===== src/common/matmul_types_pkg.sv =====
`default_nettype none

package matmul_types_pkg;

  // Host request, one per cycle while the engine is idle
  typedef enum logic [1:0] {
    OP_NONE    = 2'd0,
    OP_WRITE_A = 2'd1,
    OP_WRITE_B = 2'd2,
    OP_READ_C  = 2'd3
  } host_op_e;

  // Multiply sequence
  typedef enum logic [2:0] {
    ST_IDLE  = 3'd0,
    ST_ACCUM = 3'd1,
    ST_FLUSH = 3'd2,
    ST_STORE = 3'd3,
    ST_DONE  = 3'd4
  } ctrl_state_e;

endpackage

`default_nettype wire


===== src/common/matmul_cfg_pkg.sv =====
`default_nettype none

package matmul_cfg_pkg;

  //////////////////////////////
  // Element format
  //////////////////////////////

  // Unsigned elements, all arithmetic wraps at this width
  localparam int ELEM_WIDTH = 16;

  typedef logic [ELEM_WIDTH-1:0] elem_t;

  //////////////////////////////
  // Matrix geometry
  //////////////////////////////

  // Side of the square product when the top level is not overridden
  localparam int DEFAULT_MAT_SIZE = 4;

endpackage

`default_nettype wire

===== src/matmul_ctrl.sv =====
`timescale 1ns/1ns
`default_nettype none

module matmul_ctrl
  import matmul_cfg_pkg::*;
  import matmul_types_pkg::*;
#(
  parameter int MAT_SIZE = DEFAULT_MAT_SIZE
) (
  input  logic     clk,
  input  logic     reset_0,
  input  host_op_e host_op,
  input  logic     start,
  input  logic     last,
  output logic     wr_a,
  output logic     wr_b,
  output logic     rd_c,
  output logic     cnt_clear,
  output logic     cnt_step,
  output logic     acc_clear,
  output logic     acc_en,
  output logic     store_en,
  output logic     busy,
  output logic     done
);

  ctrl_state_e state;
  ctrl_state_e state_nxt;
  logic        idle;
  logic        acc_en_q;

  assign idle = (state == ST_IDLE);

  always_ff @(posedge clk) begin
    if (reset_0) begin
      state    <= ST_IDLE;
      acc_en_q <= 1'b0;
    end else begin
      state    <= state_nxt;
      // Operand words arrive one cycle after count
      acc_en_q <= (state == ST_ACCUM);
    end
  end

  always_comb begin
    state_nxt = state;
    case (state)
      ST_IDLE:  if (start) state_nxt = ST_ACCUM;
      ST_ACCUM: if (last) state_nxt = ST_FLUSH;
      // Last outer product lands during this cycle
      ST_FLUSH: state_nxt = ST_STORE;
      ST_STORE: if (last) state_nxt = ST_DONE;
      ST_DONE:  state_nxt = ST_IDLE;
      default:  state_nxt = ST_IDLE;
    endcase
  end

  // Host strobes only while idle
  assign wr_a = idle && (host_op == OP_WRITE_A);
  assign wr_b = idle && (host_op == OP_WRITE_B);
  assign rd_c = idle && (host_op == OP_READ_C);

  assign cnt_clear = idle && start;
  assign acc_clear = idle && start;
  assign cnt_step  = (state == ST_ACCUM) || (state == ST_STORE);
  assign acc_en    = acc_en_q;
  assign store_en  = (state == ST_STORE);
  assign busy      = !idle;
  assign done      = (state == ST_DONE);

  // done trails the sampled start by the whole multiply sequence
  a_done_timing: assert property (@(posedge clk) disable iff (reset_0)
    done |-> $past(idle && start, 2 * MAT_SIZE + 2));

  // Flush cycle keeps accumulation and storing apart
  a_store_after_acc: assert property (@(posedge clk) disable iff (reset_0)
    store_en |-> !acc_en);

endmodule

`default_nettype wire


===== config.mk =====
export PLATFORM = sky130hd
export DESIGN_NAME = matmul_ctrl
export DESIGN_NICKNAME = d
export VERILOG_FILES = /design/src/common/matmul_types_pkg.sv /design/src/common/matmul_cfg_pkg.sv /design/src/matmul_ctrl.sv
export SDC_FILE = /design/constraint.sdc
export NUM_CORES = 1
export LEC_CHECK = 0
export BUFFER_PORTS_ARGS = -buffer_cell sky130_fd_sc_hd__buf_4
export CORE_AREA = 2 2 39 41
export DETAILED_ROUTE_END_ITERATION = 6
export DIE_AREA = 0 0 41 43
export GPL_TIMING_DRIVEN = 0
export SYNTH_ARGS = -nofsm -noshare
export SYNTH_HDL_FRONTEND = slang
export SYNTH_SLANG_ARGS = --single-unit

===== constraint.sdc =====
create_clock -name clk -period 1.1 [get_ports clk]
set_clock_uncertainty 0.05 [all_clocks]
set_input_delay 0.055 -clock clk [delete_from_list [all_inputs] [get_ports clk]]
set_output_delay 0.055 -clock clk [all_outputs]
set_load 0.005 [all_outputs]

Word-level counts from Yosys, hierarchy flattened
Index checks and enable logic that the tools add are counted.
{"block": "op_classes", "div_mod_pow": 0, "n_lt_le_gt_ge": 0, "muxes": 4, "multipliers": 0, "reduce_logical": 8, "eq_ne": 10, "n_bitwise": 0, "addsub": 0, "shifts": 0}
{"operator": "$pmux 3 s4", "count": 1}
{"operator": "$mux 3", "count": 3}
{"operator": "$eq 3x2->1 const B", "count": 2}
{"operator": "$ne 2x2->1 const B", "count": 3}
{"operator": "$eq 2x2->1 const B", "count": 2}
{"operator": "$logic_and 1x1->1", "count": 4}
{"operator": "$eq 3x1->1 const B", "count": 1}
{"operator": "$eq 3x3->1 const B", "count": 1}
{"operator": "$logic_not 3->1", "count": 1}
{"operator": "$reduce_and 3->1", "count": 1}
{"operator": "$eq 2x1->1 const B", "count": 1}
{"operator": "$logic_not 1->1", "count": 1}
{"operator": "$logic_or 1x1->1", "count": 1}
{"block": "totals", "inputBits": 6, "elab_cells": 24, "latch_bits": 0, "rom_bits": 0, "register_bits": 4, "mem_bits_rw": 0, "n_memories": 0}

Logic depth before layout (Yosys ltp)
{"block": "depth", "depth_word": 3, "mapped_depth": 3, "depth_no_buf": 3}

Worst setup path before layout
OpenSTA, ideal clock, no wires.
{"block": "synth_path", "path_type": "reg-to-output", "from": "register state[0]", "to": "output cnt_clear", "t_arrival_ns": 0.838, "slack_ns": 0.157, "path_buffers": 1, "required_ns": 0.995, "path_stages_with_launch": 4, "path_cell_list": "dfxtp_1 nor3_2 and2_1 buf_4"}
{"block": "synth_via", "elab_chain_len": 2}
{"item": "start, declared", "line": "matmul_ctrl.sv:27", "rtl": "ctrl_state_e state;"}
{"item": "start signal, assigned", "line": "matmul_ctrl.sv:39", "rtl": "state <= state_nxt;"}
{"item": "$logic_not 3->1", "line": "matmul_ctrl.sv:32", "rtl": "assign idle = (state == ST_IDLE);"}
{"item": "$logic_and 1x1->1"}
{"item": "end, declared", "line": "matmul_ctrl.sv:18", "rtl": "output logic cnt_clear,"}
No other way between the ends.

Worst setup path after layout
{"block": "layout_path", "from": "register state[0]", "to": "output wr_a"}
{"block": "layout_via", "elab_chain_len": 2}
{"item": "$logic_not 3->1", "line": "matmul_ctrl.sv:32"}
{"item": "$logic_and 1x1->1", "line": "matmul_ctrl.sv:59", "rtl": "assign wr_a = idle && (host_op == OP_WRITE_A);"}
{"item": "end, declared", "line": "matmul_ctrl.sv:15", "rtl": "output logic wr_a,"}
No other way between the ends.

==> results_dict.tcl <==
set metrics [dict create \
    io_buffers 15 \
    worst-path-stages 4 \
    wl_per_cell_um 9.475 \
    pwr-share-comb_pct 31.5 \
    layout_common_cells "buf_4 (16), nor3b_2 (4), buf_6 (3), clkbuf_4 (3)" \
    fin_area_um2 460.4 \
    status "finished, violations left" \
    use_met2_pct 9.063 \
    grt_usage_pct 8.040 \
    n_antenna_cell 0 \
    num-fill-cells 146 \
    r2r_start "state[0]" \
    drive_above_1_share_pct 73.33 \
    antenna_found_initial 0 \
    grt_pass1_wl_um 917 \
    clockPowerShare_pct 35.6 \
    wl_um 578 \
    syn_avg_cell_area_um2 10.18 \
    rrSetupSlack_ns 0 \
    ant_nets 0 \
    relSlewSlack_pct 83.85 \
    synth_cell_types 16 \
    die-height_um 43 \
    critPathSlowestCell "dfxtp_4" \
    switching_power_mw 0.1241 \
    yosysSeqAreaShare_pct 35.75 \
    grt.overflow.total 0 \
    synth_nets 28 \
    gp_congestion 0.6384 \
    crit_path_start "state[0]" \
    finalCriticalPeriod_ns 1.256 \
    powerDensity_nw_per_um2 1090 \
    synthCells 22 \
    clk_pin_slew_ns 0.04 \
    ys_seq_elements 4 \
    crit_chain "nor3_4 -> inv_2 -> nor3b_2 -> buf_4" \
    cpPeakStageDelay_ns 0.34 \
    setup_ws_ns -0.1557 \
    clock.fmax_mhz 796.4 \
    r2r_cells 4 \
    final_common_cell "buf_4" \
    worst_pin_slew_ns 0.2405 \
    endpoint_kind "output port" \
    drt_iter0_markers 1 \
    routed_via_density 4.131 \
    swShare_pct 24.73 \
    ys_warn_count 0 \
    fin_crit_sh_pct 114.2 \
    hold_path_class "in -> reg" \
    drc 0 \
    place_hpwl_um 383.8 \
    cts_max_path_buffers 2 \
    cts_buffers 3 \
    ctsHtreeMaxLevel 1 \
    ir_drop_mv 0.7309 \
    grt_pass1_vias 216 \
    slew_viol_final 0 \
    p_leak_nw 0.2195 \
    crit_path_max_fanout 3 \
    cp.buffers_inverters 2 \
    area_growth_pct 105.6 \
    cts_sinks 4 \
    crit_path_end "wr_a" \
    maxCapViolations 0 \
    seqPwrFrac_pct 32.9 \
    holdWs_ns 0.08055 \
    syn-cell-area_um2 224.0 \
    cp_data_required_time_ns 1.00 \
    coreArea_um2 1384 \
    clock_latency_ns 0.23 \
    worst_ep_arrival_time_ns 1.15 \
    die_area_um2 1763 \
    grt_util_met3_pct 6.283 \
    hold_viol 0 \
    crit-reg2reg-capture "state[2]" \
    rsz0062_at_grt "true" \
    clockRootBuffer "clkbuf_4" \
    grt_use_met1_pct 10.65 \
    io_pins 16 \
    worst_setup_path_start_kind "flop" \
    grt_max_degree 9 \
    start_util_pct 16.18 \
    regArea_um2 88.84 \
    cts_tree "done" \
    failed_checks "negative setup slack" \
    dpl_cell_area_um2 356.6 \
    vias 252 \
    path_delay_family "simple AND/OR/NAND/NOR gates" \
    critPathKind "reg -> out" \
    die_x_um 41 \
    rows 14 \
    multiInputGateArea_um2 151.4 \
    finalSetupViolations 9 \
    first_pass_iters 2 \
    final_nets 53 \
    grt.busiest_layer "met1" \
    power.internal_mw 0.3778 \
]
## state kept, by name, indices dropped and copies added (netlist names)
name    cells
acc_en      1
state       3
## worst reg2reg max path: stages, from the launching register on
cell,delay [ns]
dfxtp_4,0.34
buf_4,0.14
and2b_1,0.16
buf_4,0.14
and4b_1,0.15
## cells in the mapped netlist
cell type  number  share of area, %
a211oi_1        1               3.4
a21bo_1         1               4.5
a21oi_1         1               2.2
and2_1          2               5.6
and2b_1         1               3.4
and3_1          1               2.8
and4b_1         1               4.5
buf_4           1               3.4
dfxtp_1         4                36
inv_2           1               1.7
nand3b_1        1               3.4
nor3_1          1               2.2
nor3_2          1               4.5
nor3b_1         1               3.4
nor3b_2         3                17
or2_1           1               2.8
## metal layers
layer	part of all wire, %	vias to the layer above
met5	0	-
met1	44	116
met4	0	0
met2	47	11
li1	-	125
met3	8.5	0
## logic make-up (layout without fill, tap and decap cells)
family	Yosys count	in the layout	synth area share, %
flops	4	4	35.76
simple gates	13	13	49.17
compound gates	3	3	10.06
buf+inv	2	25	5.028
## what timing repair did
action	in CTS	in global routing
pin swaps	5	0
endpoints found under the setup margin	8	12
hold buffers	2	0
gates resized for setup	11	1
setup buffers	3	0
endpoints found under the hold margin	2	0
## how the worst min path moves through the flow
stage,startpoint,endpoint,slack [ns],cells past startpoint
floorplan,reset_0,acc_en,0.08,1
global placement,reset_0,acc_en,0.19,2
detailed placement,reset_0,acc_en,0.19,2
CTS,start,state[0],0.08,3
global route,start,state[0],0.11,3
finish,start,state[0],0.08,3
## cell type report
| class | instances | share of cell area, % |
|---|---|---|
| buffer | 1 | 2.446 |
| sequential | 4 | 19.29 |
| tap | 16 | 4.348 |
| timing repair buffer | 20 | 35.33 |
| inverter | 1 | 0.8152 |
| multi-input combinational | 16 | 32.88 |
| clock buffer | 3 | 4.891 |
## power groups by stage
| stage | Clock, mW | Sequential [mW] | Combinational [mW] |
|---|---|---|---|
| 4_1_cts | 0.185 | 0.165 | 0.155 |
| 6_report | 0.178 | 0.165 | 0.158 |
| 5_1_grt | 0.200 | 0.167 | 0.172 |
| 3_5_place_dp | 0 | 0.170 | 0.113 |
| 3_3_place_gp | 0 | 0.170 | 0.113 |
| 2_1_floorplan | 0 | 0.168 | 0.0506 |
## stage by stage
step	TNS (ns)	total power, mW	setup slack, ns	utilization, %	instances
floorplan	0	0.2182	0.1569	-	22
global placement	-0.007587	0.2833	-0.004250	25.77	53
detailed placement	0	0.2834	0.01042	25.77	53
CTS	-0.9631	0.5048	-0.1692	32.91	61
global route	-1.364	0.5389	-0.2160	33.27	61
finish	-0.8589	0.5018	-0.1557	33.27	61
Note: power is estimated with default switching activity, not from simulation.
