`src/common/matmul_cfg_pkg.sv`:
```
`default_nettype none

package matmul_cfg_pkg;

  //////////////////////////////
  // Element format
  //////////////////////////////

  // Unsigned elements, all arithmetic wraps at this width
  localparam int ELEM_WIDTH = 16;

  typedef logic [ELEM_WIDTH-1:0] elem_t;

  //////////////////////////////
  // Matrix geometry
  //////////////////////////////

  // Side of the square product when the top level is not overridden
  localparam int DEFAULT_MAT_SIZE = 4;

endpackage

`default_nettype wire
```
`src/operand_mem.sv`:
```
`timescale 1ns/1ns
`default_nettype none

module operand_mem
  import matmul_cfg_pkg::*;
#(
  parameter int MAT_SIZE = DEFAULT_MAT_SIZE
) (
  input  logic                        clk,
  input  logic                        reset_0,
  input  logic                        host_wr,
  input  logic [$clog2(MAT_SIZE)-1:0] host_addr,
  input  logic [$clog2(MAT_SIZE)-1:0] eng_addr,
  input  elem_t [MAT_SIZE-1:0]        wdata,
  input  logic                        busy,
  output elem_t [MAT_SIZE-1:0]        rdata
);

  localparam int IDX_W = $clog2(MAT_SIZE);

  elem_t [MAT_SIZE-1:0] mem [MAT_SIZE];
  elem_t [MAT_SIZE-1:0] wdata_q;
  logic  [IDX_W-1:0]    addr_q;
  logic                 wr_q;

  // Registered address mux, host while idle and engine while busy
  always_ff @(posedge clk) begin
    if (reset_0) begin
      addr_q <= '0;
      wr_q   <= 1'b0;
    end else begin
      addr_q <= busy ? eng_addr : host_addr;
      wr_q   <= host_wr;
    end
  end

  always_ff @(posedge clk) begin
    wdata_q <= wdata;
    if (wr_q) begin
      mem[addr_q] <= wdata_q;
    end
  end

  // Read port follows the registered address
  assign rdata = mem[addr_q];

endmodule

`default_nettype wire

```
`config.mk`:
```
export PLATFORM = sky130hd
export DESIGN_NAME = operand_mem
export DESIGN_NICKNAME = d
export VERILOG_FILES = /design/src/common/matmul_cfg_pkg.sv /design/src/operand_mem.sv
export SDC_FILE = /design/constraint.sdc
export NUM_CORES = 1
export LEC_CHECK = 0
export ABC_AREA = 1
export BUFFER_PORTS_ARGS = -buffer_cell sky130_fd_sc_hd__buf_2
export CORE_UTILIZATION = 45
export CTS_CLUSTER_SIZE = 14
export DETAILED_ROUTE_END_ITERATION = 10
export PLACE_DENSITY = 0.64
export SLEW_MARGIN = 20
export SYNTH_ARGS = -nofsm -noshare
export SYNTH_HDL_FRONTEND = slang
export SYNTH_SLANG_ARGS = --single-unit
```
`constraint.sdc`:
```
create_clock -name clk -period 8.35 [get_ports clk]
set_input_delay 1.2525 -clock clk [delete_from_list [all_inputs] [get_ports clk]]
set_output_delay 1.2525 -clock clk [all_outputs]
set_load 0.01 [all_outputs]
```
# [Word level (Yosys, flattened, before mapping)]
# Memories as Yosys holds them, arrays and structs flattened. A register that Yosys moved wholly into a read port is not among the register bits.
# Index checks and enable logic that the tools add are counted.
# W data, S select, Z words.
[totals] input_bits=72 register_bits=67 ramBits=256 output_inout_bits=64 mem_count=1
[op_classes] n_mux=4
[memory_table] name="mem" depth=4 word_bits=64 read_ports=1 rd_clocked_by_memory_dff=1 wr=1 line_no="operand_mem.sv:21" text="elem_t [MAT_SIZE-1:0] mem [MAT_SIZE];"
[ops] operator="$mux W2" count=2
[ops] operator="$mux W1" count=2

# [Longest topological paths before layout]
# Gate-level depths: netlist (run 1).
[depth] ltp_word=2 mapped_depth=8

# [Worst setup path after synthesis (run 1)]
# No wires, ideal clock.
[synth_path] kind="reg2reg" from="register addr_q[0]" to="memory mem[0][0] (netlist bit) (enable)" n_path_buf=3 period_less_slack_ns=5.672 path_stages_with_launch=5 t_arrival_ns=5.107 setup_ns=0.565 path_slack_ns=2.678 cell_sequence="dfxtp_1 buf_4 buf_6 buf_2 nor3_1"
[synth_rtl] item="from (decl)" line_no="operand_mem.sv:23" text="logic [IDX_W-1:0] addr_q;"
[synth_rtl] item="from (signal assigned)" line_no="operand_mem.sv:32" text="addr_q <= busy ? eng_addr : host_addr;"
[synth_rtl] item="to (decl)" line_no="operand_mem.sv:21"
# Straight into the memory's write port.

==> results of run 1 <==
critical path, cell delays in order (launching register included):
cell,delay (ns)
dfxtp_4,0.57
inv_4,0.43
buf_4,0.82
nand2_1,0.15
nand2_1,0.11
nand2_1,0.05
nand2_1,0.10
buf_2,0.12
power breakdown:
group	total (mW)	internal, mW	switching (mW)
combinational	0.215	0.0746	0.140
clock	1.48	0.886	0.592
sequential	1.83	1.80	0.0322
total	3.52	2.76	0.764
metal layers:
layer  track usage [%]  wire [um]  vias up
li1                  -          -     3416
met1              22.7      10000     3236
met2              28.4      10700      174
met3              3.29       1100       26
met4              5.32        367        0
met5                 0          0        -
kinds of logic (layout without fill, tap and decap cells):
logic type	count (synthesis)	count (layout)
and+or+nand+nor	585	585
buffers and inverters	48	215
AOI/OAI and AO/OA	2	2
DFF	323	323
cell usage in the layout, fill, tap and decap left out, drive strengths merged:
cell type	netlist	final
edfxtp	256	256
bufinv	0	1
inv	5	6
clkinvlp	0	3
clkbuf	4	48
buf	39	147
a21oi	2	2
clkinv	0	10
nand2	580	580
nor3	4	4
dfxtp	67	67
nor2	1	1
per-stage QoR:
stage	area, sq um	hold slack, ns	instances
after floorplan	11600	0.438	958
after global placement	12500	0.453	1392
after detailed placement	12500	0.459	1392
after CTS	13600	0.475	1455
after global routing	13600	0.481	1455
final	13600	0.472	1455
flip-flops by register name, summed over array words and instances (netlist names):
signal,flops
mem,256
wdata_q,64
wr_q,1
addr_q,2
cell type report:
type	instances	area (sq um)	area share, %
clock inverter	15	109	0.801
tap	330	413	3.04
clock buffer	48	1020	7.48
timing repair buffer	147	766	5.63
multi-input combinational	587	2230	16.4
sequential	323	9030	66.5
inverter	5	21.3	0.157
path summary, 6_finish.rpt:
kind	end	slack, ns	cells past startpoint
max reg2reg	mem[3][35]$_DFFE_PP_	5.31	4
min reg2reg	mem[0][47]$_DFFE_PP_	0.47	0
max	rdata[40]	4.06	7
min	mem[0][47]$_DFFE_PP_	0.47	0
==> results.yml, run 1 <==
clock_tree:
  cts-root-buf: "clkbuf_16"
  cts_resized: 0
  cts_buffers: 35
  htreeDepth: 2
  max-clock-path-buffers: 3
  postCtsHoldBufs: 0
  clk_pin_slew_ns: 0.06
  cts_sinks: 323
  tritoncts: "built"
  cts_setup_buffers: 0
  clock_latency_ns: 0.51
sta:
  tightest_slew_ns: 1.09
  rsz0062_at_grt: "false"
  fin_skew_ns: 0.0205
  finalCritPeriodShare_pct: 51.3
  timing.setup.tns_ns: 0
  hold_viol: 0
  min_period_ns: 4.29
  worst_slack_ns: 4.06
  finalSetupViolCount: 0
  maxSlewViolCount: 0
  fmax_mhz: 233
  slew_headroom_pct: 27.2
power_and_ir_drop:
  p_per_area_nw_per_um2: 259
  fin_total_pwr_mw: 3.52
  leakage_nw: 5.75
  vdd.ir_drop.worst_mv: 0.170
detailed_routing:
  antenna_left: 0
  via_count: 6852
  firstDrtPassIters: 4
  routed_wl_um: 22100
  drt_iter0_drc: 455
  wl_per_cell_um: 15.2
  vias_per_cell: 4.71
  drc: 0
global_routing:
  antenna_found_initial: 0
  grt_usage_pct: 17.1
  grt_max_degree: 95
  grt_pass1_wl_um: 34600
  globalRoute.totalOverflow: 0
  grt_pass1_vias: 6654
logic_synthesis:
  synth_top_family_by_area: "simple AND/OR/NAND/NOR gates"
  yosysWarnings: 0
  synth-xor-area-share_pct: 0
  synthAdderAreaFrac_pct: 0
  yosysSeqAreaShare_pct: 78.1
  synth_compound_area_share_pct: 0.0866
  synth-seq-cells: 323
  synth.area.top_cells: "edfxtp_1 67%, nand2_1 19%, dfxtp_1 12%, buf_2 1.1%, buf_6 1.1%"
  synthArstFlopShare_pct: 0
  synth_edf_count: 256
  synth_area_sq_um: 11600
  netlist_instances: 958
  ys.flop_type: "edfxtp_1"
  synthDistinctLibCells: 13
  yosysMostFrequentCell: "nand2_1"
  muxShareOfSynthArea_pct: 0
  synth_area_leader_cell: "edfxtp_1"
  syn_avg_cell_area_sq_um: 12.1
  yosys.area_share.simple_pct: 19.0
  synthTopCellsByCount: "580 x nand2_1, 256 x edfxtp_1, 67 x dfxtp_1"
  synth_top_area_share_pct: 66.5
  synth_nets: 1030
worst_hold_path:
  worstHoldPathType: "register to register"
  hold_path_startpoint: "wdata_q[47]$_DFF_P_"
critical_path:
  crit_type: "register to output port"
  cp_max_fo: 94
  cp-end-kind: "output port"
  critPathLaunchType: "register"
  cp.required_ns: 7.10
  crit_start: "addr_q[0]$_SDFF_PP0_"
  rr_startpoint: "addr_q[0]$_SDFF_PP0_"
  cp_data_arrival_time_ns: 3.03
status:
  status: "finished, final reports clean"
job:
  maxCapViolations: 0
finish:
  final_util_pct: 54.0
  n_antenna_cell: 0
  areaGrowthSynthToFinish_pct: 17.6
  finalNetCount: 1171
  fill_cells: 2081
  drive_gt1_share_pct: 18.5
place:
  port_buffers: 135
  dp_hpwl_um: 11600
  preCtsSetupSlack_ns: 4.60
  routabilityCongestion: 0.712
die:
  row_count: 58
  die_area_sq_um: 26300
  start_util_pct: 45.9
  io_pins: 136
  die_y_um: 162
  die_w_um: 162
  coreArea_sq_um: 25200
Power figures use the tool's default switching activity.
==> inputs of run 2 (changes only) <==
==> constraint.sdc (replaced) <==
create_clock -name clk -period 4.2 [get_ports clk]
set_input_delay 0.63 -clock clk [delete_from_list [all_inputs] [get_ports clk]]
set_output_delay 0.63 -clock clk [all_outputs]
set_load 0.01 [all_outputs]
==> results.yml, run 2 (synthesized netlist as in run 1, its figures left out) <==
clock_tree:
  htreeDepth: 2
  cts_buffers: 35
  clk_pin_slew_ns: 0.06
  clock_latency_ns: 0.50
  cts_resized: 0
  max-clock-path-buffers: 3
  postCtsHoldBufs: 0
  cts-root-buf: "clkbuf_16"
  cts_sinks: 323
  tritoncts: "built"
  cts_setup_buffers: 0
global_routing:
  grt_pass1_vias: 6460
  use_met2_pct: 29.0
  antenna_found_initial: 0
  grt_max_degree: 112
  grt_usage_pct: 17.1
  globalRoute.totalOverflow: 0
  use_met3_pct: 2.91
  grt.met1_usage_pct: 22.1
  top_usage_layer: "met2"
  grt_pass1_wl_um: 34200
critical_path:
  crit_top_cell: "nand2_1"
  cp-end-kind: "output port"
  cp_slowest_cell: "dfxtp_4"
  slowest_delay_ns: 0.77
  worstRegToRegCells: 3
  critPathLaunchType: "register"
  crit_type: "register to output port"
  cp.required_ns: 3.57
  cp_data_arrival_time_ns: 2.62
  cp_max_fo: 74
  path_cells: "buf_4, nand2_1, nand2_1, nand2_1, nand2_1, buf_2"
die:
  row_count: 58
  start_util_pct: 45.9
  coreArea_sq_um: 25200
  io_pins: 136
  die_area_sq_um: 26300
  die_w_um: 162
  die_y_um: 162
finish:
  n_antenna_cell: 0
  mostFrequentLayoutCells: "580 x nand2_1, 256 x edfxtp_1, 135 x buf_2"
  final_common_cell: "nand2_1"
  areaGrowthSynthToFinish_pct: 18.2
  largest_reg_flops: 256
  top_regs: "mem: 256 flops, wdata_q: 64 flops, addr_q: 2 flops"
  fill_cells: 2091
  top_register: "mem"
  finalNetCount: 1169
  stdcell_area_sq_um: 13700
  drive_gt1_share_pct: 18.4
worst_hold_path:
  hold_path_depth: 1
  worstHoldPathType: "input pin to register"
sta:
  finalCritPeriodShare_pct: 77.5
  finalSetupViolCount: 0
  holdWs_ns: 0.230
  fmax_mhz: 307
  hold_viol: 0
  rsz0062_at_grt: "false"
  maxSlewViolCount: 0
  tightest_slew_ns: 0.973
  slew_headroom_pct: 35.1
  fin_skew_ns: 0.0110
  min_period_ns: 3.25
power_and_ir_drop:
  p_per_area_nw_per_um2: 524
  leakage_nw: 5.78
  vdd.ir_drop.worst_mv: 0.321
detailed_routing:
  wl_per_cell_um: 15.2
  vias_per_cell: 4.67
  routed_wl_um: 22100
  drc: 0
  antenna_left: 0
  firstDrtPassIters: 5
  via_count: 6787
  drt_iter0_drc: 478
job:
  maxCapViolations: 0
place:
  port_buffers: 135
  place_area_sq_um: 12500
  routabilityCongestion: 0.729
  dp_hpwl_um: 11800
status:
  status: "finished, final reports clean"
-- run 2: routing by layer --
metal	part of all wire (%)	routed length [um]	up-vias
met5	0	0	-
met4	2.4	531	0
met3	5.5	1230	37
li1	-	-	3408
met2	49	10800	185
met1	43	9490	3157
-- run 2: final cells by class --
type | count | area (sq um) | share of cell area (%)
flip-flops and latches | 323 | 9040 | 66.1
multi-input cells | 587 | 2240 | 16.4
clock buffers | 44 | 982 | 7.19
repair buffers | 145 | 763 | 5.59
well taps | 330 | 413 | 3.02
clock inverters | 19 | 199 | 1.46
inverters | 5 | 23.8 | 0.174
-- run 2: power by group --
| part | total (mW) | switching (mW) | internal (mW) |
|---|---|---|---|
| logic | 0.411 | 0.263 | 0.148 |
| clock network | 3.08 | 1.18 | 1.90 |
| registers | 3.66 | 0.0795 | 3.58 |
-- run 2: per-stage QoR --
| stage | power, mW | TNS [ns] | worst slack (ns) | std cells | utilization (%) |
|---|---|---|---|---|---|
| 6_report | 7.15 | 0 | 0.945 | 1453 | 54.2 |
| 3_3_place_gp | 4.14 | 0 | 1.26 | 1390 | 49.5 |
| 3_5_place_dp | 4.14 | 0 | 1.40 | 1390 | 49.6 |
| 2_1_floorplan | 3.96 | -185.79 | -1.45 | 958 | - |
| 4_1_cts | 7.24 | 0 | 0.868 | 1453 | 54.2 |
| 5_1_grt | 7.42 | 0 | 0.709 | 1453 | 54.2 |
-- run 2: final timing paths --
| kind | startpoint | to | slack, ns |
|---|---|---|---|
| worst min register to register | wdata_q[55]$_DFF_P_ | mem[0][55]$_DFFE_PP_ | 0.47 |
| worst max-delay path | addr_q[0]$_SDFF_PP0_ | rdata[28] | 0.95 |
| worst min-delay path | wdata[9] | wdata_q[9]$_DFF_P_ | 0.23 |
| worst max register to register | addr_q[1]$_SDFF_PP0_ | mem[3][38]$_DFFE_PP_ | 1.65 |
-- run 2: critical path: cells and delay by family, from the launching register on --
kind / cells / cell delay (ns)
simple gates: 4 / 0.41
buf+inv: 2 / 0.91
flops: 1 / 0.77
