--- src/common/matmul_cfg_pkg.sv ---
`default_nettype none

package matmul_cfg_pkg;

  //////////////////////////////
  // Element format
  //////////////////////////////

  // Unsigned elements, all arithmetic wraps at this width
  localparam int ELEM_WIDTH = 16;

  typedef logic [ELEM_WIDTH-1:0] elem_t;

  //////////////////////////////
  // Matrix geometry
  //////////////////////////////

  // Side of the square product when the top level is not overridden
  localparam int DEFAULT_MAT_SIZE = 4;

endpackage

`default_nettype wire
--- src/result_mem.sv ---
`timescale 1ns/1ns
`default_nettype none

module result_mem
  import matmul_cfg_pkg::*;
#(
  parameter int MAT_SIZE = DEFAULT_MAT_SIZE
) (
  input  logic                        clk,
  input  logic                        reset_0,
  input  logic                        store_en,
  input  logic [$clog2(MAT_SIZE)-1:0] store_addr,
  input  elem_t [MAT_SIZE-1:0]        store_data,
  input  logic                        rd_c,
  input  logic [$clog2(MAT_SIZE)-1:0] host_addr,
  output elem_t [MAT_SIZE-1:0]        host_rdata,
  output logic                        host_rdata_valid
);

  localparam int IDX_W = $clog2(MAT_SIZE);

  elem_t [MAT_SIZE-1:0] mem [MAT_SIZE];
  logic  [IDX_W-1:0]    rd_addr_q;
  logic                 rd_q;

  // Engine side, one row per store cycle
  always_ff @(posedge clk) begin
    if (store_en) begin
      mem[store_addr] <= store_data;
    end
    // Data holds until the next host read
    if (rd_q) begin
      host_rdata <= mem[rd_addr_q];
    end
  end

  // Host read request stage, valid follows the data register
  always_ff @(posedge clk) begin
    if (reset_0) begin
      rd_addr_q        <= '0;
      rd_q             <= 1'b0;
      host_rdata_valid <= 1'b0;
    end else begin
      if (rd_c) rd_addr_q <= host_addr;
      rd_q             <= rd_c;
      host_rdata_valid <= rd_q;
    end
  end

endmodule

`default_nettype wire

--- config.mk ---
export PLATFORM = sky130hd
export DESIGN_NAME = result_mem
export DESIGN_NICKNAME = d
export VERILOG_FILES = /design/src/common/matmul_cfg_pkg.sv /design/src/result_mem.sv
export SDC_FILE = /design/constraint.sdc
export NUM_CORES = 1
export LEC_CHECK = 0
export BUFFER_PORTS_ARGS = -buffer_cell sky130_fd_sc_hd__buf_4
export CAP_MARGIN = 20
export CORE_ASPECT_RATIO = 0.9
export CORE_MARGIN = 2
export CORE_UTILIZATION = 55
export CTS_CLUSTER_DIAMETER = 80
export DETAILED_ROUTE_END_ITERATION = 16
export PLACE_DENSITY = 0.75
export RECOVER_POWER = 50
export SLEW_MARGIN = 20
export SYNTH_ARGS = -nofsm -noshare
export SYNTH_HDL_FRONTEND = slang
export SYNTH_SLANG_ARGS = --single-unit
--- constraint.sdc ---
create_clock -name clk -period 8.6 [get_ports clk]
set_clock_uncertainty 0.15 [all_clocks]
set_input_delay 2.15 -clock clk [delete_from_list [all_inputs] [get_ports clk]]
set_output_delay 2.15 -clock clk [all_outputs]
set_load 0.005 [all_outputs]
Word level (Yosys, flattened, before mapping)

Memories as Yosys holds them, arrays and structs flattened. A register that Yosys moved wholly into a read port is not among the register bits.
Cells that the tools add are included.

Memory bits (writable): 256
Word-level logic and storage cells: 6
Flip-flop bits (word level): 4
Memories: 1
Input bits: 72

Muxes and demuxes: 2

Memories:

| memory | words | bits a word | rd ports | clocked after Yosys merged registers in | wr ports | RTL line         | RTL |
|---|---|---|---|---|---|---|---|
| mem    | 4     | 64          | 1        | 1                                       | 1        | result_mem.sv:22 | `elem_t [MAT_SIZE-1:0] mem [MAT_SIZE];` |

Operators by type and width:

| operator | number |
|---|---|
| $mux 1   | 2 |

Longest topological paths before layout

Gate-level depths: netlist of the first run.

Depth after elaboration: 2
Depth in mapped cells: 4
Mapped depth without buffers: 2

Least setup slack after synthesis of the first run

OpenSTA, ideal clock, no wires.

Kind: input port to flip-flop
Start point: input store_addr[1]
End point: memory mem[0][0] (netlist name) (enable)
Data arrival time: 6.852 ns
Setup slack: 1.019 ns
Cell stages on the path: 1
Setup time: 0.579 ns
Buffers on the path: 0
Path through: nor3b_1

RTL lines:

| item               | RTL line         | RTL |
|---|---|---|
| start: declaration | result_mem.sv:12 | `input logic [$clog2(MAT_SIZE)-1:0] store_addr,` |
| end: declaration   | result_mem.sv:22 |  |

Straight into the memory's write port.

Worst setup path after layout of the first run

Start point: register rd_addr_q[1]
End point: register host_rdata[12] (netlist name), read port of mem, data pin

RTL lines:

| item                     | RTL line         | RTL |
|---|---|---|
| start: declaration       | result_mem.sv:23 | `logic [IDX_W-1:0] rd_addr_q;` |
| start signal: assignment | result_mem.sv:44 | `if (rd_c) rd_addr_q <= host_addr;` |
| end: declaration         | result_mem.sv:16 | `output elem_t [MAT_SIZE-1:0] host_rdata,` |

No word-level cell between the ends.

==> out/qor.log, run 1 <==
[outcome] status finished, violations left
[outcome] failing checks capacitance limit, slew limit
[synth] mux contribution to synthesized area 0.129
[synth] count of unique library cells instantiated by Yosys 14
[setup_path] Critical path buffers and inverters 0
[power] power per cell area 253 mW/mm^2
[clocking] clock slew at reported path FFs 0.06 ns
[clocking] depth of the CTS H-tree 1
[floorplan] I/O pin cnt 137
[synth] area fraction in compound gates after synthesis 0
[floorplan] Die Outline Area 0.0217 mm^2
[setup_path] cell at the slowest stage of the critical path sky130_fd_sc_hd__dfxtp_1
[sta] number of pins with negative max-slew slack in the final report 132
[synth] net count after synthesis 485
[routing] first-pass detailed-route iteration total 5
[power] sequential share of power 0.550
[synth] combinational family with the most area after synthesis multiplexers
[floorplan] Std-Cell Core Area 0.0200 mm^2
[synth] Syn Area/Cell 27.4 um^2
[layout] fill cell count 1245
[routing] first-iteration detailed-routing DRC count 383
[setup_path] category of the critical setup timing path register to register
[clocking] clock network latency to the later pin of the worst-skew pair 0.56 ns
[layout] proportion of layout cells with a drive suffix above 1 0.313
[global_route] vias in the first global route 5102
[power] overall power consumption 3.39 mW
[routing] number of nets with antenna violations after routing 0
[clocking] Max Buffers Root-to-Sink 3
[routing] Via density 5.57
[layout] commonest cells after routing, fill and taps aside sky130_fd_sc_hd__edfxtp_1, sky130_fd_sc_hd__buf_4, sky130_fd_sc_hd__clkbuf_1, sky130_fd_sc_hd__mux4_2, sky130_fd_sc_hd__clkbuf_16
[routing] total wire length after detailed routing 19000 um
[routing] post-detailed-route wirelength per cell 22.3 um
[power] Combinational Power Share 0.042
[synth] area share of and/or/nand/nor cells after synthesis 0.00443
[floorplan] std cell rows 49
[placement] post-detail-place hpwl 10400 um
[sta] count of final hold-check violations 0
[power] leakage power of the design 4.31 nW
[setup_path] critical path's top delay family flip-flops
[power] reported net switching power 645 uW
[routing] post-route DRC violation count 0
[routing] WL met2 9450 um
[clocking] number of hold-repair buffers added at the cts stage 0
[clocking] TritonCTS clock tree yes
[sta] TNS Setup 0 ns
[layout] total inserted antenna cells 0
[synth] Cells after Synth 413
[synth] Seq/Total Area, Yosys 0.857
[global_route] first-pass GRT wire length 29100 um
[sta] RSZ-0062 raised after global routing false
[setup_path] Critical Path RT 8.85 ns
[run] max-cap violation count 2
[floorplan] y dimension of the die 140 um
[layout] Final #Nets 644
[sta] measured slew at the worst slew-check pin 3.27 ns
[worst_hold_path] type of the tightest min-delay check register to register
[clocking] cts bufs inserted 31
[power] internal power summed over all cells 2.75 mW
[global_route] residual overflow from global routing 0
[floorplan] starting utilization of the core area 0.564
[placement] Buffers on Ports 136
[routing] DRT met1 WL 7640 um
[clocking] clock tree root driver cell sky130_fd_sc_hd__clkbuf_16
[global_route] overall global routing resource usage 0.178
[routing] vias after detailed routing 4747
[synth] number of register bits inferred by synthesis 324
[power] Max VDD drop 0.149 mV
[routing] amount of wire on met3 after detailed routing 1590 um
[synth] synthesized-area fraction occupied by xor and xnor cells 0
[setup_path] Worst setup EP type register
[power] power share of the clock group 0.408
[setup_path] Critical Path Source Type register
[layout] most common library cell in the layout ignoring fill and taps sky130_fd_sc_hd__edfxtp_1
[setup_path] critical path, cell by cell mux4_2
[sta] Setup-failing EPs final 0
[synth] Adder-Cell Fraction of Synth Area 0
[sta] highest achievable clock rate 281 MHz
[setup_path] Critical Path AT 3.81 ns
[clocking] post-cts gate resize count 0
[sta] Slew HR -1.18
[synth] post-synthesis cell area 0.0113 mm^2
[placement] weighted congestion at the end of routability-driven global placement 0.679
[sta] period utilization 0.414
[layout] Area Overhead vs Synth 18.6%
[global_route] maximum number of pins on one net before global-route repair 66
[synth] warnings from Yosys 0
[global_route] antenna violations before repair 0
[setup_path] Max FO, Critical Path 65
[clocking] number of setup buffers added after CTS 0
[clocking] CTS sink count 324
[floorplan] horizontal die dimension 155 um
[routing] highest metal layer with signal wires met4
[power] switching share of total power 0.190
[setup_path] CP max stage delay 2.53 ns
[sta] min Tclk post-route 3.56 ns
## power by group through the flow
stage	Clock, mW	Sequential (mW)	Combinational [mW]
after global routing	1.48	1.88	0.153
final	1.38	1.87	0.141
after detailed placement	0	1.90	0.154
after floorplan	0	1.88	0.0805
after global placement	0	1.89	0.147
after CTS	1.41	1.87	0.154
## layer usage
metal | up-vias | GRT usage
li1 | 2095 | -
met1 | 2439 | 0.246
met2 | 181 | 0.292
met3 | 32 | 0.0436
met4 | 0 | 0.0434
met5 | - | 0
## state kept, by name (all words and copies together) (netlist names)
| signal | flops |
|---|---|
| rd_q | 1 |
| host_rdata_valid | 1 |
| rd_addr_q | 2 |
| mem | 256 |
| host_rdata | 64 |
## synth_stat cells
master,number,area share
sky130_fd_sc_hd__clkbuf_1,1,0.00033
sky130_fd_sc_hd__buf_2,6,0.0027
sky130_fd_sc_hd__dfxtp_1,4,0.0071
sky130_fd_sc_hd__buf_6,6,0.0060
sky130_fd_sc_hd__nor2_1,3,0.0010
sky130_fd_sc_hd__nor2b_1,2,0.0011
sky130_fd_sc_hd__and3_1,1,0.00055
sky130_fd_sc_hd__nor3b_1,1,0.00066
sky130_fd_sc_hd__edfxtp_1,320,0.85
sky130_fd_sc_hd__buf_4,1,0.00066
sky130_fd_sc_hd__and3b_1,1,0.00077
sky130_fd_sc_hd__mux2i_1,2,0.0018
sky130_fd_sc_hd__mux4_2,64,0.13
sky130_fd_sc_hd__nand2_1,1,0.00033
## cells by family after synthesis
kind of cell / Yosys count
AND/OR/NAND/NOR: 9
multiplexers: 66
buffers and inverters: 14
flip-flops: 324
## through the flow
| stage | utilization | cell area (um^2) | cells | worst slack, ns | hold WS [ns] |
|---|---|---|---|---|---|
| 2_1_floorplan | - | 11300 | 413 | 1.02 | 0.459 |
| 3_3_place_gp | 0.628 | 12600 | 793 | 4.66 | 0.461 |
| 3_5_place_dp | 0.629 | 12600 | 794 | 4.78 | 0.471 |
| 4_1_cts | 0.682 | 13700 | 852 | 5.13 | 0.474 |
| 5_1_grt | 0.669 | 13400 | 852 | 4.79 | 0.490 |
| 6_report | 0.669 | 13400 | 852 | 5.04 | 0.474 |
## path summary, 6_finish.rpt
| check | startpoint | to | slack, ns | depth (start not counted) |
|---|---|---|---|---|
| setup / recovery | rd_addr_q[1] | host_rdata[12] | 5.04 | 1 |
| hold / removal | mem[2][57] | host_rdata[57] | 0.47 | 1 |
| setup reg to reg | rd_addr_q[1] | host_rdata[12] | 5.04 | 1 |
| hold reg to reg | mem[2][57] | host_rdata[57] | 0.47 | 1 |
## area by class of cell
| type | count | area, um^2 | area share |
|---|---|---|---|
| Clock buffer | 38 | 802 | 0.0598 |
| Multi-Input combinational cell | 75 | 1530 | 0.114 |
| Timing Repair Buffer | 140 | 820 | 0.0611 |
| Sequential cell | 324 | 9690 | 0.722 |
| Tap cell | 255 | 319 | 0.0238 |
| Clock inverter | 20 | 251 | 0.0187 |
Power figures use the tool's default switching activity.
==> run 2, diff against run 1 <==
==> constraint.sdc (replaced) <==
create_clock -name clk -period 3.6 [get_ports clk]
set_clock_uncertainty 0.15 [all_clocks]
set_input_delay 0.9 -clock clk [delete_from_list [all_inputs] [get_ports clk]]
set_output_delay 0.9 -clock clk [all_outputs]
set_load 0.005 [all_outputs]
==> run 2 against run 1 <==
The flow still finishes with violations (capacitance limit, slew limit). Non-clock buffer count grew 1. Power rose by 130%. Clock power grew 120%. Clock-buffer cell count shrank 4. Global-route usage up 0.82 points. Wire length increased by 3.7%. Sequential power is 140% higher. Sequential share of layout area increased by 0.32 points. Critical path depth increased by 2. Setup slack worse by 4.2 ns. Critical path type is now input port to register.
==> out/qor.log, run 2 (synthesis gave the netlist of run 1 again) <==
[routing] vias after detailed routing 4813 [+1.4%]
[setup_path] terminus of the critical flop-to-flop path host_rdata[10]
[setup_path] cell at the slowest stage of the critical path sky130_fd_sc_hd__clkbuf_2
[outcome] failing checks capacitance limit, slew limit
[sta] period utilization 0.770
[clocking] Max Buffers Root-to-Sink 3 [unchanged]
[sta] RSZ-0062 raised after global routing false
[power] Combinational Power Share 0.042 [about the same]
[global_route] vias in the first global route 5167 [+1.3%]
[layout] register ranked first by flip-flop count mem
[setup_path] Critical Path AT 2.75 ns [-1.06 ns]
[floorplan] starting utilization of the core area 0.564 [unchanged]
[power] power per cell area 589 mW/mm^2 [+130%]
[sta] Setup WS post-layout 0.828 ns [-4.21 ns]
[sta] min Tclk post-route 2.77 ns
[global_route] maximum number of pins on one net before global-route repair 66 [unchanged]
[floorplan] std cell rows 49 [unchanged]
[power] internal power summed over all cells 6.33 mW [+130%]
[power] leakage power of the design 4.29 nW [-0.38%]
[layout] commonest cells after routing, fill and taps aside sky130_fd_sc_hd__edfxtp_1, sky130_fd_sc_hd__buf_4, sky130_fd_sc_hd__clkbuf_1, sky130_fd_sc_hd__mux4_2, sky130_fd_sc_hd__clkbuf_16
[global_route] first-pass GRT wire length 30200 um [+4.0%]
[power] reported net switching power 1.54 mW [+140%]
[power] overall power consumption 7.86 mW [+130%]
[global_route] antenna violations before repair 0 [unchanged]
[floorplan] Std-Cell Core Area 0.0200 mm^2 [unchanged]
[clocking] number of hold-repair buffers added at the cts stage 0 [unchanged]
[global_route] overall global routing resource usage 0.186 [+0.00818]
[worst_hold_path] Hold Path Sink rd_addr_q[0]
[setup_path] critical path, cell by cell clkbuf_1 -> nor3b_1 -> clkbuf_2
[routing] number of nets with antenna violations after routing 0 [unchanged]
[power] Max VDD drop 0.316 mV [+110%]
[sta] Hold Slack 0.388 ns [-0.0869 ns]
[sta] Setup-failing EPs final 0 [unchanged]
[sta] TNS Setup 0 ns [unchanged]
[layout] Area Overhead vs Synth 18.1%
[clocking] depth of the CTS H-tree 1 [unchanged]
[global_route] residual overflow from global routing 0 [unchanged]
[sta] highest achievable clock rate 361 MHz
[sta] Slew HR -0.304 [+0.877]
[setup_path] Critical path buffers and inverters 2 [+2]
[layout] area of all placed cells without fillers 0.0134 mm^2 [-0.42%]
[routing] total wire length after detailed routing 19700 um [+3.7%]
[worst_hold_path] Hold Crit Depth 2 [+1]
[sta] count of final hold-check violations 0 [unchanged]
[layout] most common library cell in the layout ignoring fill and taps sky130_fd_sc_hd__edfxtp_1
[setup_path] worst-case reg-to-reg path depth 1 [unchanged]
[floorplan] I/O pin cnt 137 [unchanged]
[routing] post-route DRC violation count 0 [unchanged]
[placement] weighted congestion at the end of routability-driven global placement 0.689 [+1.5%]
[routing] first-pass detailed-route iteration total 5 [unchanged]
[power] sequential share of power 0.568 [+0.018]
[setup_path] Max FO, Critical Path 64 [-1.5%]
[setup_path] launching point of the worst reg2reg path rd_addr_q[1]
[setup_path] Worst setup EP type register
[power] power share of the clock group 0.390 [-0.018]
[layout] proportion of layout cells with a drive suffix above 1 0.313 [-0.000628]
[clocking] TritonCTS clock tree yes
[clocking] clock tree root driver cell sky130_fd_sc_hd__clkbuf_16
[clocking] CTS sink count 324 [unchanged]
[setup_path] setup slack of the worst register-to-register path 1.20 ns [-3.84 ns]
[outcome] status finished, violations left
[layout] fill cell count 1246 [+0.080%]
[worst_hold_path] min-delay src reset_0
[layout] Final #Nets 644 [unchanged]
[power] switching share of total power 0.195 [+0.00540]
[placement] placed standard-cell area 0.0127 mm^2 [+0.51%]
[layout] total inserted antenna cells 0 [unchanged]
[clocking] clock slew at reported path FFs 0.06 ns [about the same]
[run] max-cap violation count 3 [+1]
[setup_path] Critical Path Source Type input port
[sta] measured slew at the worst slew-check pin 1.96 ns [-1.31 ns]
[clocking] number of setup buffers added after CTS 0 [unchanged]
[worst_hold_path] type of the tightest min-delay check input port to register
[floorplan] horizontal die dimension 155 um [unchanged]
[layout] flip-flop count of the largest register after layout 256 [unchanged]
[routing] Via density 5.66 [+1.6%]
[layout] largest registers mem: 256 flops, host_rdata: 64 flops, rd_addr_q: 2 flops
[routing] first-iteration detailed-routing DRC count 368 [-3.9%]
[sta] number of pins with negative max-slew slack in the final report 197 [+49%]
[setup_path] critical path's top delay family buffers and inverters
[routing] post-detailed-route wirelength per cell 23.2 um [+3.9%]
[floorplan] y dimension of the die 140 um [unchanged]
[setup_path] category of the critical setup timing path input port to register
[placement] post-detail-place hpwl 10900 um [+5.4%]
[placement] worst slack after detailed placement 1.08 ns [-3.70 ns]
[setup_path] CP max stage delay 1.44 ns [-1.09 ns]
[clocking] post-cts gate resize count 0 [unchanged]
[setup_path] Critical Path RT 3.58 ns [-5.27 ns]
[placement] Buffers on Ports 136 [unchanged]
[clocking] clock network latency to the later pin of the worst-skew pair 0.55 ns [about the same]
[floorplan] Die Outline Area 0.0217 mm^2 [unchanged]
[clocking] cts bufs inserted 30 [-3.2%]
==> run 2: worst max-delay path by stage <==
| stage | slack (ns) | end | from | depth (start not counted) |
|---|---|---|---|---|
| after floorplan | 0.42 | mem[2][0] | store_en | 2 |
| after global placement | 1.12 | mem[1][27] | store_addr[1] | 3 |
| final | 0.83 | mem[0][53] | store_addr[1] | 3 |
| after CTS | 1.39 | host_rdata[33] | rd_addr_q[0] | 2 |
| after detailed placement | 1.08 | mem[1][27] | store_addr[1] | 3 |
| after global routing | 0.72 | mem[0][44] | store_addr[1] | 3 |
==> run 2: per-stage QoR <==
| stage | instances | util |
|---|---|---|
| finish | 850 | 0.666 |
| global route | 850 | 0.666 |
| CTS | 850 | 0.681 |
| detailed placement | 795 | 0.632 |
| global placement | 795 | 0.632 |
| floorplan | 413 | - |
==> run 2: power by group through the flow <==
stage / sequential, mW / clock, mW / combinational, mW
floorplan: 4.49 / 0 / 0.193
finish: 4.47 / 3.06 / 0.334
detailed placement: 4.54 / 0 / 0.371
global route: 4.49 / 3.27 / 0.363
global placement: 4.53 / 0 / 0.355
CTS: 4.47 / 3.11 / 0.374
==> run 2: area by class of cell <==
cell class	count	area, um^2	share of cell area
Timing Repair Buffer	141	858	0.0642
Sequential cell	324	9700	0.726
Clock inverter	21	178	0.0133
Clock buffer	34	787	0.0589
Multi-Input combinational cell	75	1520	0.114
Tap cell	255	319	0.0239
==> run 2: metal layers <==
metal | GRT usage | vias up | part of all wire
met5 | 0 | - | 0
met4 | 0.0395 | 0 | 0.013
met3 | 0.0371 | 23 | 0.072
met2 | 0.314 | 182 | 0.51
met1 | 0.258 | 2507 | 0.40
li1 | - | 2101 | -
